**src/logic/pe_pkg.sv**
```systemverilog
package pe_pkg;

    ////////////////////////////////////////////////////////////
    // Widths and depths
    ////////////////////////////////////////////////////////////

    // One real or imaginary part, Q1.15
    localparam int half_width = 16;
    // One complex word
    localparam int data_width = 32;

    // Data memory geometry
    localparam int addr_width = 4;
    localparam int dmem_depth = 16;

    // Instruction memory geometry
    localparam int imem_depth = 16;
    localparam int pc_width   = 4;
    localparam int inst_width = 16;

    // Product realignment shift
    localparam int frac_bits  = 15;

    ////////////////////////////////////////////////////////////
    // Data and instruction types
    ////////////////////////////////////////////////////////////

    // Real part in the upper half
    typedef struct packed {
        logic signed [half_width-1:0] re;
        logic signed [half_width-1:0] im;
    } cplx_t;

    // Top two bits of every instruction
    typedef enum logic [1:0] {
        kind_compute   = 2'd0,
        kind_load_ld   = 2'd1,
        kind_load_pe   = 2'd2,
        kind_writeback = 2'd3
    } inst_kind_e;

    // op_cmul multiplies by the conjugate of operand b
    typedef enum logic [1:0] {
        op_add  = 2'd0,
        op_sub  = 2'd1,
        op_mul  = 2'd2,
        op_cmul = 2'd3
    } alu_op_e;

    // Compute view
    typedef struct packed {
        inst_kind_e                kind;
        alu_op_e                   alu_op;
        logic [addr_width-1:0]     src_a;
        logic [addr_width-1:0]     src_b;
        logic [inst_width-13:0]    spare;
    } inst_compute_t;

    // Move view, shared by the three write kinds
    typedef struct packed {
        inst_kind_e                kind;
        logic [addr_width-1:0]     dst;
        logic [inst_width-7:0]     spare;
    } inst_move_t;

    // Same word, picked by kind
    typedef union packed {
        inst_compute_t compute;
        inst_move_t    move;
    } inst_word_u;

    ////////////////////////////////////////////////////////////
    // Control bundles
    ////////////////////////////////////////////////////////////

    // Write data select
    typedef enum logic [1:0] {
        wr_src_ld = 2'd0,
        wr_src_pe = 2'd1,
        wr_src_wb = 2'd2
    } wr_src_e;

    typedef struct packed {
        logic                  wren;
        logic [addr_width-1:0] waddr;
        logic                  rden;
        logic [addr_width-1:0] raddr_a;
        logic [addr_width-1:0] raddr_b;
        wr_src_e               wsel;
    } dmem_ctrl_t;

    typedef struct packed {
        logic    issue;
        alu_op_e op;
    } alu_ctrl_t;

endpackage
```
**src/logic/pe.sv**
```systemverilog
`timescale 1ns/10ps

module pe (
    input  logic               clk,
    input  logic               reset,
    input  logic               inst_v,
    input  pe_pkg::inst_word_u inst_in,
    input  logic               din_v,
    input  pe_pkg::cplx_t      din_ld,
    input  pe_pkg::cplx_t      din_pe,
    output pe_pkg::cplx_t      dout_pe,
    output logic               dout_v
);

    // Instruction path
    pe_pkg::inst_word_u inst_out;
    logic               inst_ok;
    pe_pkg::dmem_ctrl_t dmem_ctrl;
    pe_pkg::alu_ctrl_t  alu_ctrl;

    // Operand path
    pe_pkg::cplx_t      rdata_a;
    pe_pkg::cplx_t      rdata_b;
    pe_pkg::cplx_t      din_wb;

    // Current output fed back for writeback moves
    assign din_wb = dout_pe;

    ////////////////////////////////////////////////////////////
    // Blocks
    ////////////////////////////////////////////////////////////

    inst_mem imem (
        .clk      (clk),
        .reset    (reset),
        .inst_v   (inst_v),
        .inst_in  (inst_in),
        .inst_out (inst_out),
        .inst_ok  (inst_ok)
    );

    control ctrl (
        .inst      (inst_out),
        .inst_ok   (inst_ok),
        .din_v     (din_v),
        .dmem_ctrl (dmem_ctrl),
        .alu_ctrl  (alu_ctrl)
    );

    data_mem dmem (
        .clk     (clk),
        .reset   (reset),
        .ctrl    (dmem_ctrl),
        .din_ld  (din_ld),
        .din_pe  (din_pe),
        .din_wb  (din_wb),
        .rdata_a (rdata_a),
        .rdata_b (rdata_b)
    );

    complex_alu alu (
        .clk    (clk),
        .reset  (reset),
        .ctrl   (alu_ctrl),
        .din_a  (rdata_a),
        .din_b  (rdata_b),
        .dout   (dout_pe),
        .dout_v (dout_v)
    );

endmodule

```
**src/logic/complex_alu.sv**
```systemverilog
`timescale 1ns/10ps

module complex_alu (
    input  logic              clk,
    input  logic              reset,
    input  pe_pkg::alu_ctrl_t ctrl,
    input  pe_pkg::cplx_t     din_a,
    input  pe_pkg::cplx_t     din_b,
    output pe_pkg::cplx_t     dout,
    output logic              dout_v
);

    // Control aligned with the read data
    pe_pkg::alu_ctrl_t ctrl_d;

    // Stage one
    logic                                   s1_v;
    pe_pkg::alu_op_e                        s1_op;
    logic signed [pe_pkg::data_width-1:0]   p_rr;
    logic signed [pe_pkg::data_width-1:0]   p_ii;
    logic signed [pe_pkg::data_width-1:0]   p_ri;
    logic signed [pe_pkg::data_width-1:0]   p_ir;
    pe_pkg::cplx_t                          s1_sum;

    // Stage two accumulators wrapping at 32 bits
    logic signed [pe_pkg::data_width-1:0]   acc_re;
    logic signed [pe_pkg::data_width-1:0]   acc_im;

    ////////////////////////////////////////////////////////////
    // Valid pipe
    ////////////////////////////////////////////////////////////

    always_ff @(posedge clk) begin
        if (reset) begin
            ctrl_d <= '0;
            s1_v   <= 1'b0;
        end else begin
            ctrl_d <= ctrl;
            s1_v   <= ctrl_d.issue;
        end
    end

    ////////////////////////////////////////////////////////////
    // Stage one products or sums
    ////////////////////////////////////////////////////////////

    always_ff @(posedge clk) begin
        s1_op <= ctrl_d.op;
        // Four partial products
        p_rr  <= din_a.re * din_b.re;
        p_ii  <= din_a.im * din_b.im;
        p_ri  <= din_a.re * din_b.im;
        p_ir  <= din_a.im * din_b.re;
        // Sum or difference with 16-bit wrap
        if (ctrl_d.op == pe_pkg::op_sub) begin
            s1_sum.re <= din_a.re - din_b.re;
            s1_sum.im <= din_a.im - din_b.im;
        end else begin
            s1_sum.re <= din_a.re + din_b.re;
            s1_sum.im <= din_a.im + din_b.im;
        end
    end

    // Conjugate flips the sign of the b imaginary terms
    always_comb begin
        if (s1_op == pe_pkg::op_cmul) begin
            acc_re = p_rr + p_ii;
            acc_im = p_ir - p_ri;
        end else begin
            acc_re = p_rr - p_ii;
            acc_im = p_ri + p_ir;
        end
    end

    ////////////////////////////////////////////////////////////
    // Stage two result register
    ////////////////////////////////////////////////////////////

    // Holds between pulses
    always_ff @(posedge clk) begin
        if (reset) begin
            dout   <= '0;
            dout_v <= 1'b0;
        end else begin
            dout_v <= s1_v;
            if (s1_v) begin
                if (s1_op == pe_pkg::op_add || s1_op == pe_pkg::op_sub) begin
                    dout <= s1_sum;
                end else begin
                    // Shift by 15 and truncate to Q1.15
                    dout.re <= acc_re[pe_pkg::frac_bits +: pe_pkg::half_width];
                    dout.im <= acc_im[pe_pkg::frac_bits +: pe_pkg::half_width];
                end
            end
        end
    end

    // Read data defined when the aligned issue reaches stage one
    assert property (@(posedge clk) disable iff (reset)
        ctrl_d.issue |-> !$isunknown({din_a, din_b}))
        else $error("complex_alu: operands unknown at issue");

endmodule

```
**src/logic/data_mem.sv**
```systemverilog
`timescale 1ns/10ps

module data_mem (
    input  logic               clk,
    input  logic               reset,
    input  pe_pkg::dmem_ctrl_t ctrl,
    input  pe_pkg::cplx_t      din_ld,
    input  pe_pkg::cplx_t      din_pe,
    input  pe_pkg::cplx_t      din_wb,
    output pe_pkg::cplx_t      rdata_a,
    output pe_pkg::cplx_t      rdata_b
);

    // Complex register file
    pe_pkg::cplx_t mem [pe_pkg::dmem_depth];

    // Selected write word
    pe_pkg::cplx_t wdata;

    ////////////////////////////////////////////////////////////
    // Write path
    ////////////////////////////////////////////////////////////

    always_comb begin
        case (ctrl.wsel)
            pe_pkg::wr_src_ld: wdata = din_ld;
            pe_pkg::wr_src_pe: wdata = din_pe;
            default:           wdata = din_wb;
        endcase
    end

    // Whole file cleared on reset
    always_ff @(posedge clk) begin
        if (reset) begin
            for (int i = 0; i < pe_pkg::dmem_depth; i++) begin
                mem[i] <= '0;
            end
        end else if (ctrl.wren) begin
            mem[ctrl.waddr] <= wdata;
        end
    end

    ////////////////////////////////////////////////////////////
    // Read ports
    ////////////////////////////////////////////////////////////

    // Registered, old contents only
    // Data valid the cycle after rden
    always_ff @(posedge clk) begin
        if (ctrl.rden) begin
            rdata_a <= mem[ctrl.raddr_a];
            rdata_b <= mem[ctrl.raddr_b];
        end
    end

    // Decoder issues either a move or a compute per cycle
    assert property (@(posedge clk) disable iff (reset)
        !(ctrl.wren && ctrl.rden))
        else $error("data_mem: write and read in the same cycle");

endmodule

```
**src/logic/control.sv**
```systemverilog
`timescale 1ns/10ps

module control (
    input  pe_pkg::inst_word_u inst,
    input  logic               inst_ok,
    input  logic               din_v,
    output pe_pkg::dmem_ctrl_t dmem_ctrl,
    output pe_pkg::alu_ctrl_t  alu_ctrl
);

    // Kind sits at the top of both views
    pe_pkg::inst_kind_e kind;

    assign kind = inst.compute.kind;

    ////////////////////////////////////////////////////////////
    // Decoder
    ////////////////////////////////////////////////////////////

    always_comb begin
        // Idle defaults
        dmem_ctrl      = '0;
        dmem_ctrl.wsel = pe_pkg::wr_src_ld;
        alu_ctrl       = '0;
        alu_ctrl.op    = pe_pkg::op_add;

        if (inst_ok) begin
            case (kind)
                pe_pkg::kind_compute: begin
                    // Both operands read, result issued to the ALU
                    dmem_ctrl.rden    = 1'b1;
                    dmem_ctrl.raddr_a = inst.compute.src_a;
                    dmem_ctrl.raddr_b = inst.compute.src_b;
                    alu_ctrl.issue    = 1'b1;
                    alu_ctrl.op       = inst.compute.alu_op;
                end
                pe_pkg::kind_load_ld: begin
                    // Local load port
                    dmem_ctrl.wren  = din_v;
                    dmem_ctrl.waddr = inst.move.dst;
                    dmem_ctrl.wsel  = pe_pkg::wr_src_ld;
                end
                pe_pkg::kind_load_pe: begin
                    // Neighbor value
                    dmem_ctrl.wren  = din_v;
                    dmem_ctrl.waddr = inst.move.dst;
                    dmem_ctrl.wsel  = pe_pkg::wr_src_pe;
                end
                default: begin
                    // Writeback of the current output
                    dmem_ctrl.wren  = din_v;
                    dmem_ctrl.waddr = inst.move.dst;
                    dmem_ctrl.wsel  = pe_pkg::wr_src_wb;
                end
            endcase
        end
    end

endmodule

```
**src/logic/inst_mem.sv**
```systemverilog
`timescale 1ns/10ps

module inst_mem (
    input  logic               clk,
    input  logic               reset,
    input  logic               inst_v,
    input  pe_pkg::inst_word_u inst_in,
    output pe_pkg::inst_word_u inst_out,
    output logic               inst_ok
);

    // Program store
    pe_pkg::inst_word_u store [pe_pkg::imem_depth];

    // Load side
    logic [pe_pkg::pc_width-1:0] load_ptr;
    // One extra bit so a full store is visible
    logic [pe_pkg::pc_width:0]   inst_cnt;

    // Replay side
    logic [pe_pkg::pc_width-1:0] pc;
    logic                        last_slot;

    assign last_slot = ({1'b0, pc} == inst_cnt - 1'b1);

    ////////////////////////////////////////////////////////////
    // Pointers and replay counter
    ////////////////////////////////////////////////////////////

    always_ff @(posedge clk) begin
        if (reset) begin
            load_ptr <= '0;
            inst_cnt <= '0;
            pc       <= '0;
            inst_ok  <= 1'b0;
        end else if (inst_v) begin
            // Loading, counter parked at slot 0
            load_ptr <= load_ptr + 1'b1;
            inst_cnt <= inst_cnt + 1'b1;
            pc       <= '0;
            inst_ok  <= 1'b0;
        end else if (inst_cnt != '0) begin
            // Replay, wrap after the last loaded slot
            inst_ok  <= 1'b1;
            pc       <= last_slot ? '0 : pc + 1'b1;
        end else begin
            inst_ok  <= 1'b0;
        end
    end

    // Store write and registered fetch
    always_ff @(posedge clk) begin
        if (inst_v) begin
            store[load_ptr] <= inst_in;
        end
        inst_out <= store[pc];
    end

    // Loader must stop once all slots hold a program word
    assert property (@(posedge clk) disable iff (reset)
        inst_v |-> (inst_cnt < pe_pkg::imem_depth))
        else $error("inst_mem: load strobe with full store");

endmodule

```
**config.mk**
```make
export PLATFORM = sky130hd
export DESIGN_NAME = pe
export DESIGN_NICKNAME = d
export VERILOG_FILES = /design/src/logic/pe_pkg.sv /design/src/logic/pe.sv /design/src/logic/complex_alu.sv /design/src/logic/data_mem.sv /design/src/logic/control.sv /design/src/logic/inst_mem.sv
export SDC_FILE = /design/constraint.sdc
export NUM_CORES = 2
export LEC_CHECK = 0
export BUFFER_PORTS_ARGS = -buffer_cell sky130_fd_sc_hd__buf_4
export CAP_MARGIN = 20
export CORE_MARGIN = 4
export CORE_UTILIZATION = 23
export CTS_CLUSTER_DIAMETER = 150
export DETAILED_ROUTE_END_ITERATION = 8
export GPL_ROUTABILITY_DRIVEN = 0
export GPL_TIMING_DRIVEN = 0
export MAX_ROUTING_LAYER = met4
export PLACE_DENSITY = 0.38
export SYNTH_ARGS = -nofsm -noshare
export SYNTH_HDL_FRONTEND = slang
export SYNTH_SLANG_ARGS = --single-unit
export TNS_END_PERCENT = 30
```
**constraint.sdc**
```tcl
create_clock -name clk -period 8.33 [get_ports clk]
set_clock_uncertainty 0.1 [all_clocks]
set_input_delay 0.4165 -clock clk [delete_from_list [all_inputs] [get_ports clk]]
set_output_delay 0.4165 -clock clk [all_outputs]
set_load 0.1 [all_outputs]
```
== Word-level counts from Yosys, hierarchy flattened ==
Memory sizes are Yosys's and may differ from the RTL's. A register that Yosys moved wholly into a read port is not among the register bits.
Cells that the tools add are included.

* Flip-flop bits (word level): 209
* RAM bits: 768
* Input bits: 84
* Output and inout port bits: 33
* Logic and storage cells: 76
* Memories: 2

{| class="wikitable"
|+ Memories
! name !! depth !! width !! rd ports !! clocked after Yosys merged registers in !! wr ports !! RTL line !! RTL
|-
| dmem.mem || 16 || 32 || 2 || 2 || 16 || data_mem.sv:15 || <nowiki>pe_pkg::cplx_t mem [pe_pkg::dmem_depth];</nowiki>
|-
| imem.store || 16 || 16 || 1 || 1 || 1 || inst_mem.sv:13 || <nowiki>pe_pkg::inst_word_u store [pe_pkg::imem_depth];</nowiki>
|}

* Add/sub/neg operators: 12
* Multipliers: 4
* Equal/unequal tests: 7
* Muxes and demuxes: 22
* Bitwise logic cells: 2
* Reductions and logical operators: 10

{| class="wikitable"
|+ Operators by type and width
! cell !! count
|-
| $mul 16x16->31 || 4
|-
| $mux 32 || 3
|-
| $pmux 32 s2 || 1
|-
| $add 31x31->31 || 2
|-
| $mux 31 || 2
|-
| $sub 31x31->31 || 2
|-
| $add 16x16->16 || 2
|-
| $reduce_or 32->1 || 1
|-
| $sub 16x16->16 || 2
|-
| $mux 16 || 1
|-
| $mux 1 || 9
|-
| $mux 9 || 1
|-
| $add 4x1->4 const B || 2
|-
| $eq 2x1->1 const B || 4
|-
| $mux 4 || 2
|-
| $logic_not 2->1 || 3
|-
| $reduce_or 2->1 || 3
|-
| $add 5x1->5 const B || 1
|-
| $eq 4x5->1 || 1
|-
| $mux 5 || 1
|-
| $reduce_bool 5->1 || 1
|-
| $sub 5x1->5 const B || 1
|-
| $eq 2x2->1 const B || 2
|-
| $pmux 2 s2 || 1
|-
| 4 further kinds || 5
|}

== Longest topological paths before layout ==
* Word-level depth: 9
* Mapped depth: 26
* Depth with buffers taken out: 24

== By module ==
A second synthesis with hierarchy kept.

* Cells, all modules: 7,762
* Area total of the unflattened synthesis: 88,114.5 µm²

{| class="wikitable"
|+ Modules (own cells, without submodules)
! module !! instances !! cells an instance !! area each (µm²) !! sequential area each (µm²)
|-
| complex_alu || 1 || 5,386 || 48,457.7 || 3,903.7
|-
| data_mem || 1 || 1,823 || 28,423.5 || 17,296.6
|-
| inst_mem || 1 || 531 || 11,003.1 || 8,287.9
|-
| control || 1 || 22 || 230.2 || 0.0
|}

== Least setup slack after synthesis ==
Ideal clock, no wire load.

* Path type: reg2reg
* Start point: register, netlist name dmem.rdata_a[15]
* End point: register alu.p_ir[30] in the netlist's numbering
* Library setup time: 0.121 ns
* Arrival: 6.240 ns
* Data required time: 8.109 ns
* Slack: 1.869 ns
* Stages on the path, launching flop included: 24
* Buffers on the path: 2
* Clock period less this slack: 6.461 ns
* Path through: edfxtp_1 -> clkbuf_1 -> clkbuf_1 -> nand2_1 -> inv_1 -> fa_1 -> fa_1 -> fa_1 -> fa_1 -> fa_1 -> inv_1 -> fa_1 -> inv_1 -> ha_1 -> a21o_1 -> a21o_1 -> a21o_1 -> a211oi_1 -> o21bai_1 -> a21o_1 -> a311o_1 -> a31o_2 -> a21o_1 -> xnor2_1

* Word-level cells in the longest chain between the ends: 1

{| class="wikitable"
|+ RTL lines
! what !! RTL line !! RTL
|-
| $mul 16x16->31 || complex_alu.sv:53 || <nowiki>p_ir <= din_a.im * din_b.re;</nowiki>
|-
| end signal, assigned || complex_alu.sv:53 ||
|-
| end, declared || complex_alu.sv:22 || <nowiki>logic signed [pe_pkg::data_width-1:0] p_ir;</nowiki>
|}

Every way passes these cells.
A chain may end at the register's enable or synchronous reset.

== Final worst setup path ==
* Start point: register, netlist name dmem.rdata_b[30]
* End point: register alu.p_rr[24] in the netlist's numbering

* Word-level cells in the longest chain between the ends: 1

{| class="wikitable"
|+ RTL lines
! what !! RTL line !! RTL
|-
| $mul 16x16->31 || complex_alu.sv:50 || <nowiki>p_rr <= din_a.re * din_b.re;</nowiki>
|-
| end signal, assigned || complex_alu.sv:50 ||
|-
| end, declared || complex_alu.sv:19 || <nowiki>logic signed [pe_pkg::data_width-1:0] p_rr;</nowiki>
|}

Every way passes these cells.

==> summary.txt <==
Synth
  • Synthesized instance count: 8,333
  • Xor and xnor area share after synthesis: 2.98%
  • Syn nets: 9,865
  • Synth warn: 0
  • Ys async rst share: 0%
  • Synth Area in Compound Gates: 8.57%
  • Sequential element share of the synthesized area: 31.9%
  • Post-Synthesis Mean Instance Area: 10.3 um^2
  • Post-Synth Simple-Gate Area: 12.2%
  • EDFF count, synth: 768
  • Post-synth cell types: 87
  • Synth Area in Adders: 29.9%
  • Dominant synthesized flop cell: edfxtp_1
  • Post-synthesis cell area: 86,200 um^2
  • Post-synthesis mux area share: 7.06%
  • Largest family of logic cells by synthesized area: adder cells
  • Yosys reg bits: 989

Critical path
  • Crit-path most repeated cell: fa_1
  • R2R setup slack: 0.14 ns
  • Worst path arrival time: 8.86 ns
  • Crit Path Category: reg -> reg
  • CP Cell Sequence: clkbuf_1, clkbuf_1, nand2_1, fa_1, fa_1, inv_1, fa_1, fa_1, fa_1, inv_1, fa_1, inv_1, ha_1, clkbuf_1, a21o_1, a21oi_1, o211ai_1, nand2_1, o21ai_0, o41ai_1, nand4b_1, o211ai_1
  • Worst-path fanout max: 10
  • Worst endpoint required time: 9.00 ns
  • Slowest cell on crit path: clkbuf_1
  • Slowest cell delay on critical path: 0.92 ns
  • Worst Setup End Kind: flip-flop
  • CP startpoint kind: flip-flop

Clocking
  • TritonCTS buffer count: 118
  • Clock-pin transition on the worst setup and hold timing paths: 0.07 ns
  • H-tree depth: 3
  • TritonCTS clock tree: built
  • Longest Clk Path Bufs: 3
  • CTS sink count: 989
  • Clock Latency Late Sink: 0.85 ns
  • Clock Root Buffer: clkbuf_16

Floorplanning
  • CORE AREA: 373,000 um^2
  • Floorplan row count: 224
  • Full die area: 385,000 um^2
  • Die X: 620 um
  • IO Pins: 117
  • Initial Util: 23.1%
  • Die height: 620 um

Cells and area
  • Final core occ: 26.6%
  • Final #Nets: 10,200
  • Syn-to-layout area delta: 15.0%
  • Layout cells sized above 1: 9.96%

Timing
  • Max_slew headroom: 14.1%
  • Worst slew pin tran: 1.29 ns
  • Slew Viols, Final: 0
  • Final setup violation count: 0
  • Final Hold Viols: 0
  • RSZ-0062 raised after global routing: yes
  • Fmax: 122 MHz
  • Crit path time final: 8.19 ns
  • Final period util: 98.3%

Drt
  • Pre-antenna DRT Iters: 7
  • Met3 routed WL: 20.8 mm
  • Vias per cell: 4.69
  • Vias: 64,600
  • Initial DRC count: 5,734
  • DRT antenna net count: 0
  • WL/cell: 26.9 um
  • Drt total wl: 371 mm
  • # DRC: 0
  • Metal2 WL: 173 mm
  • Highest metal used: met4
  • M1 WL: 160 mm

Placed design
  • Post-DP HPWL: 299 mm
  • IO buf count: 111

Global route
  • Initial antenna violation count: 49
  • First-pass GRT wire length: 520 mm
  • GRT Util Overall: 19.6%
  • Total grt overflow: 0
  • Vias in the first global route: 67,000
  • Largest net degree at the start of global routing: 35

Power
  • Leak: 41.2 nW
  • Total power: 0.0230 W
  • Max IR drop VDD: 0.000272 V
  • P per Cell Area: 232 nW/um^2

Run
  • Number of max-cap violations: 0

Run status
  • Outcome: finished, final reports clean

Worst hold path
  • Worst Hold Class: in -> reg
==> stage by stage <==
stage | cell area, um^2 | hold slack [ns] | worst slack (ns) | cells | setup TNS (ns)
4_1_cts | 98900 | 0.00575 | 0.00625 | 13700 | 0
2_1_floorplan | 86200 | 0.244 | 1.87 | 8333 | 0
3_5_place_dp | 94600 | 0.305 | -0.432 | 13500 | -1.46
5_1_grt | 99200 | 0.0279 | -0.0514 | 13800 | -0.0834
3_3_place_gp | 93300 | 0.319 | -1.53 | 13400 | -17.56
6_report | 99200 | 0.0416 | 0.144 | 13800 | 0
==> sequential cells by signal, indices dropped and copies added, names as in the netlist <==
| name | count |
|---|---|
| imem.store | 192 |
| dmem.mem | 512 |
| alu.s1_op | 2 |
| dmem.rdata_b | 32 |
| imem.inst_out | 12 |
| alu.p_ii | 31 |
| alu.p_ir | 31 |
| alu.p_rr | 31 |
| dmem.rdata_a | 32 |
| imem.load_ptr | 4 |
| alu.s1_sum | 32 |
| imem.inst_cnt | 5 |
| imem.pc | 4 |
| alu.s1_v | 1 |
| alu.dout_v | 1 |
| alu.ctrl_d | 3 |
| alu.p_ri | 31 |
| alu.dout | 32 |
| imem.inst_ok | 1 |
==> Yosys cell counts, types with 20 or more instances <==
| master | instances | share of area, % |
|---|---|---|
| a221oi_1 | 96 | 0.98 |
| nand3_1 | 96 | 0.56 |
| mux2i_1 | 150 | 1.7 |
| o21bai_1 | 20 | 0.17 |
| inv_1 | 1160 | 5.0 |
| o21ai_0 | 227 | 1.3 |
| a21o_1 | 66 | 0.57 |
| and2_1 | 484 | 3.5 |
| o221ai_1 | 39 | 0.40 |
| nor3_1 | 51 | 0.30 |
| a221o_1 | 31 | 0.36 |
| a31oi_1 | 80 | 0.58 |
| buf_1 | 28 | 0.12 |
| a21oi_1 | 334 | 1.9 |
| mux2_2 | 286 | 3.7 |
| xnor2_1 | 213 | 2.2 |
| nor2_1 | 777 | 3.4 |
| nor2b_1 | 63 | 0.46 |
| o31ai_1 | 79 | 0.69 |
| ha_1 | 422 | 6.1 |
| dfxtp_1 | 221 | 5.1 |
| fa_1 | 1026 | 24 |
| nand2_1 | 697 | 3.0 |
| nand2b_1 | 31 | 0.22 |
| clkbuf_1 | 484 | 2.1 |
| edfxtp_1 | 768 | 27 |
| mux4_2 | 60 | 1.6 |
| xor2_1 | 80 | 0.81 |
| a211oi_1 | 36 | 0.31 |
==> metal layers <==
metal / vias to the layer above / track usage, %
li1: 28200 / -
met5: - / -
met2: 2403 / 31.3
met1: 33500 / 25.4
met4: 0 / 7.36
met3: 553 / 2.44
==> cell type report <==
class | instances | area, um^2
Sequential cell | 989 | 27500
Buffer | 510 | 2020
Antenna cell | 27 | 67.6
Timing Repair Buffer | 238 | 2520
Fill cell | 39700 | 274000
Tap cell | 4972 | 6220
Multi-Input combinational cell | 5661 | 52500
Clock buffer | 145 | 3140
Clock inverter | 78 | 920
Inverter | 1161 | 4360
==> critical path: cells and delay by family (launching register included) <==
family / cells / cell delay, ns
adders and majority gates: 7 / 3.26
buffers and inverters: 6 / 1.98
AOI/OAI and AO/OA: 6 / 1.92
and+or+nand+nor: 3 / 0.63
DFF: 1 / 0.32
==> where the power goes <==
group          switching, W  total, W  internal [W]
combinational       0.00697    0.0112       0.00428
sequential         0.000454   0.00628       0.00582
clock               0.00241   0.00550       0.00309
==> worst paths after layout <==
path              cells past startpoint                        from                            end
setup reg to reg                     22  dmem.rdata_b[30]$_DFFE_PP_           alu.p_rr[24]$_DFF_P_
hold reg to reg                       0    alu.ctrl_d[1]$_SDFF_PP0_           alu.s1_op[1]$_DFF_P_
setup / recovery                     22  dmem.rdata_b[30]$_DFFE_PP_           alu.p_rr[24]$_DFF_P_
hold / removal                        3                   din_ld[9]  dmem.mem[10][9]$_SDFFCE_PN0P_
==> cells in the final DEF (no fill, tap or decap), drive strengths merged, types with 97 or more instances in the layout <==
| cell | Yosys | layout |
|---|---|---|
| nand2 | 697 | 697 |
| inv | 1161 | 1169 |
| fa | 1026 | 1026 |
| clkbuf | 484 | 612 |
| o21ai | 234 | 234 |
| mux2 | 287 | 287 |
| buf | 38 | 259 |
| dfxtp | 221 | 221 |
| a221oi | 97 | 97 |
| xnor2 | 213 | 213 |
| edfxtp | 768 | 768 |
| and2 | 484 | 484 |
| a21oi | 335 | 335 |
| mux2i | 150 | 150 |
| nor2 | 778 | 778 |
| ha | 422 | 422 |
==> cells by family (layout without fill, tap and decap cells) <==
kind of cell | after synthesis | in the layout
AO/OA/AOI/OAI | 1127 | 1127
adder cells (fa/ha/maj) | 1448 | 1448
XOR/XNOR | 293 | 293
flip-flops | 989 | 989
other | 0 | 27
buffers and inverters | 1683 | 2132
AND/OR/NAND/NOR | 2296 | 2296
multiplexers | 497 | 497
==> repair_timing <==
action,4_1_cts,5_1_grt
pin swaps,0,0
setup endpoints to repair,9,10
buffers inserted,4,15
hold buffers,17,1
hold endpoints to repair,209,2
resized for setup,15,79
Note: power is estimated with default switching activity, not from simulation.
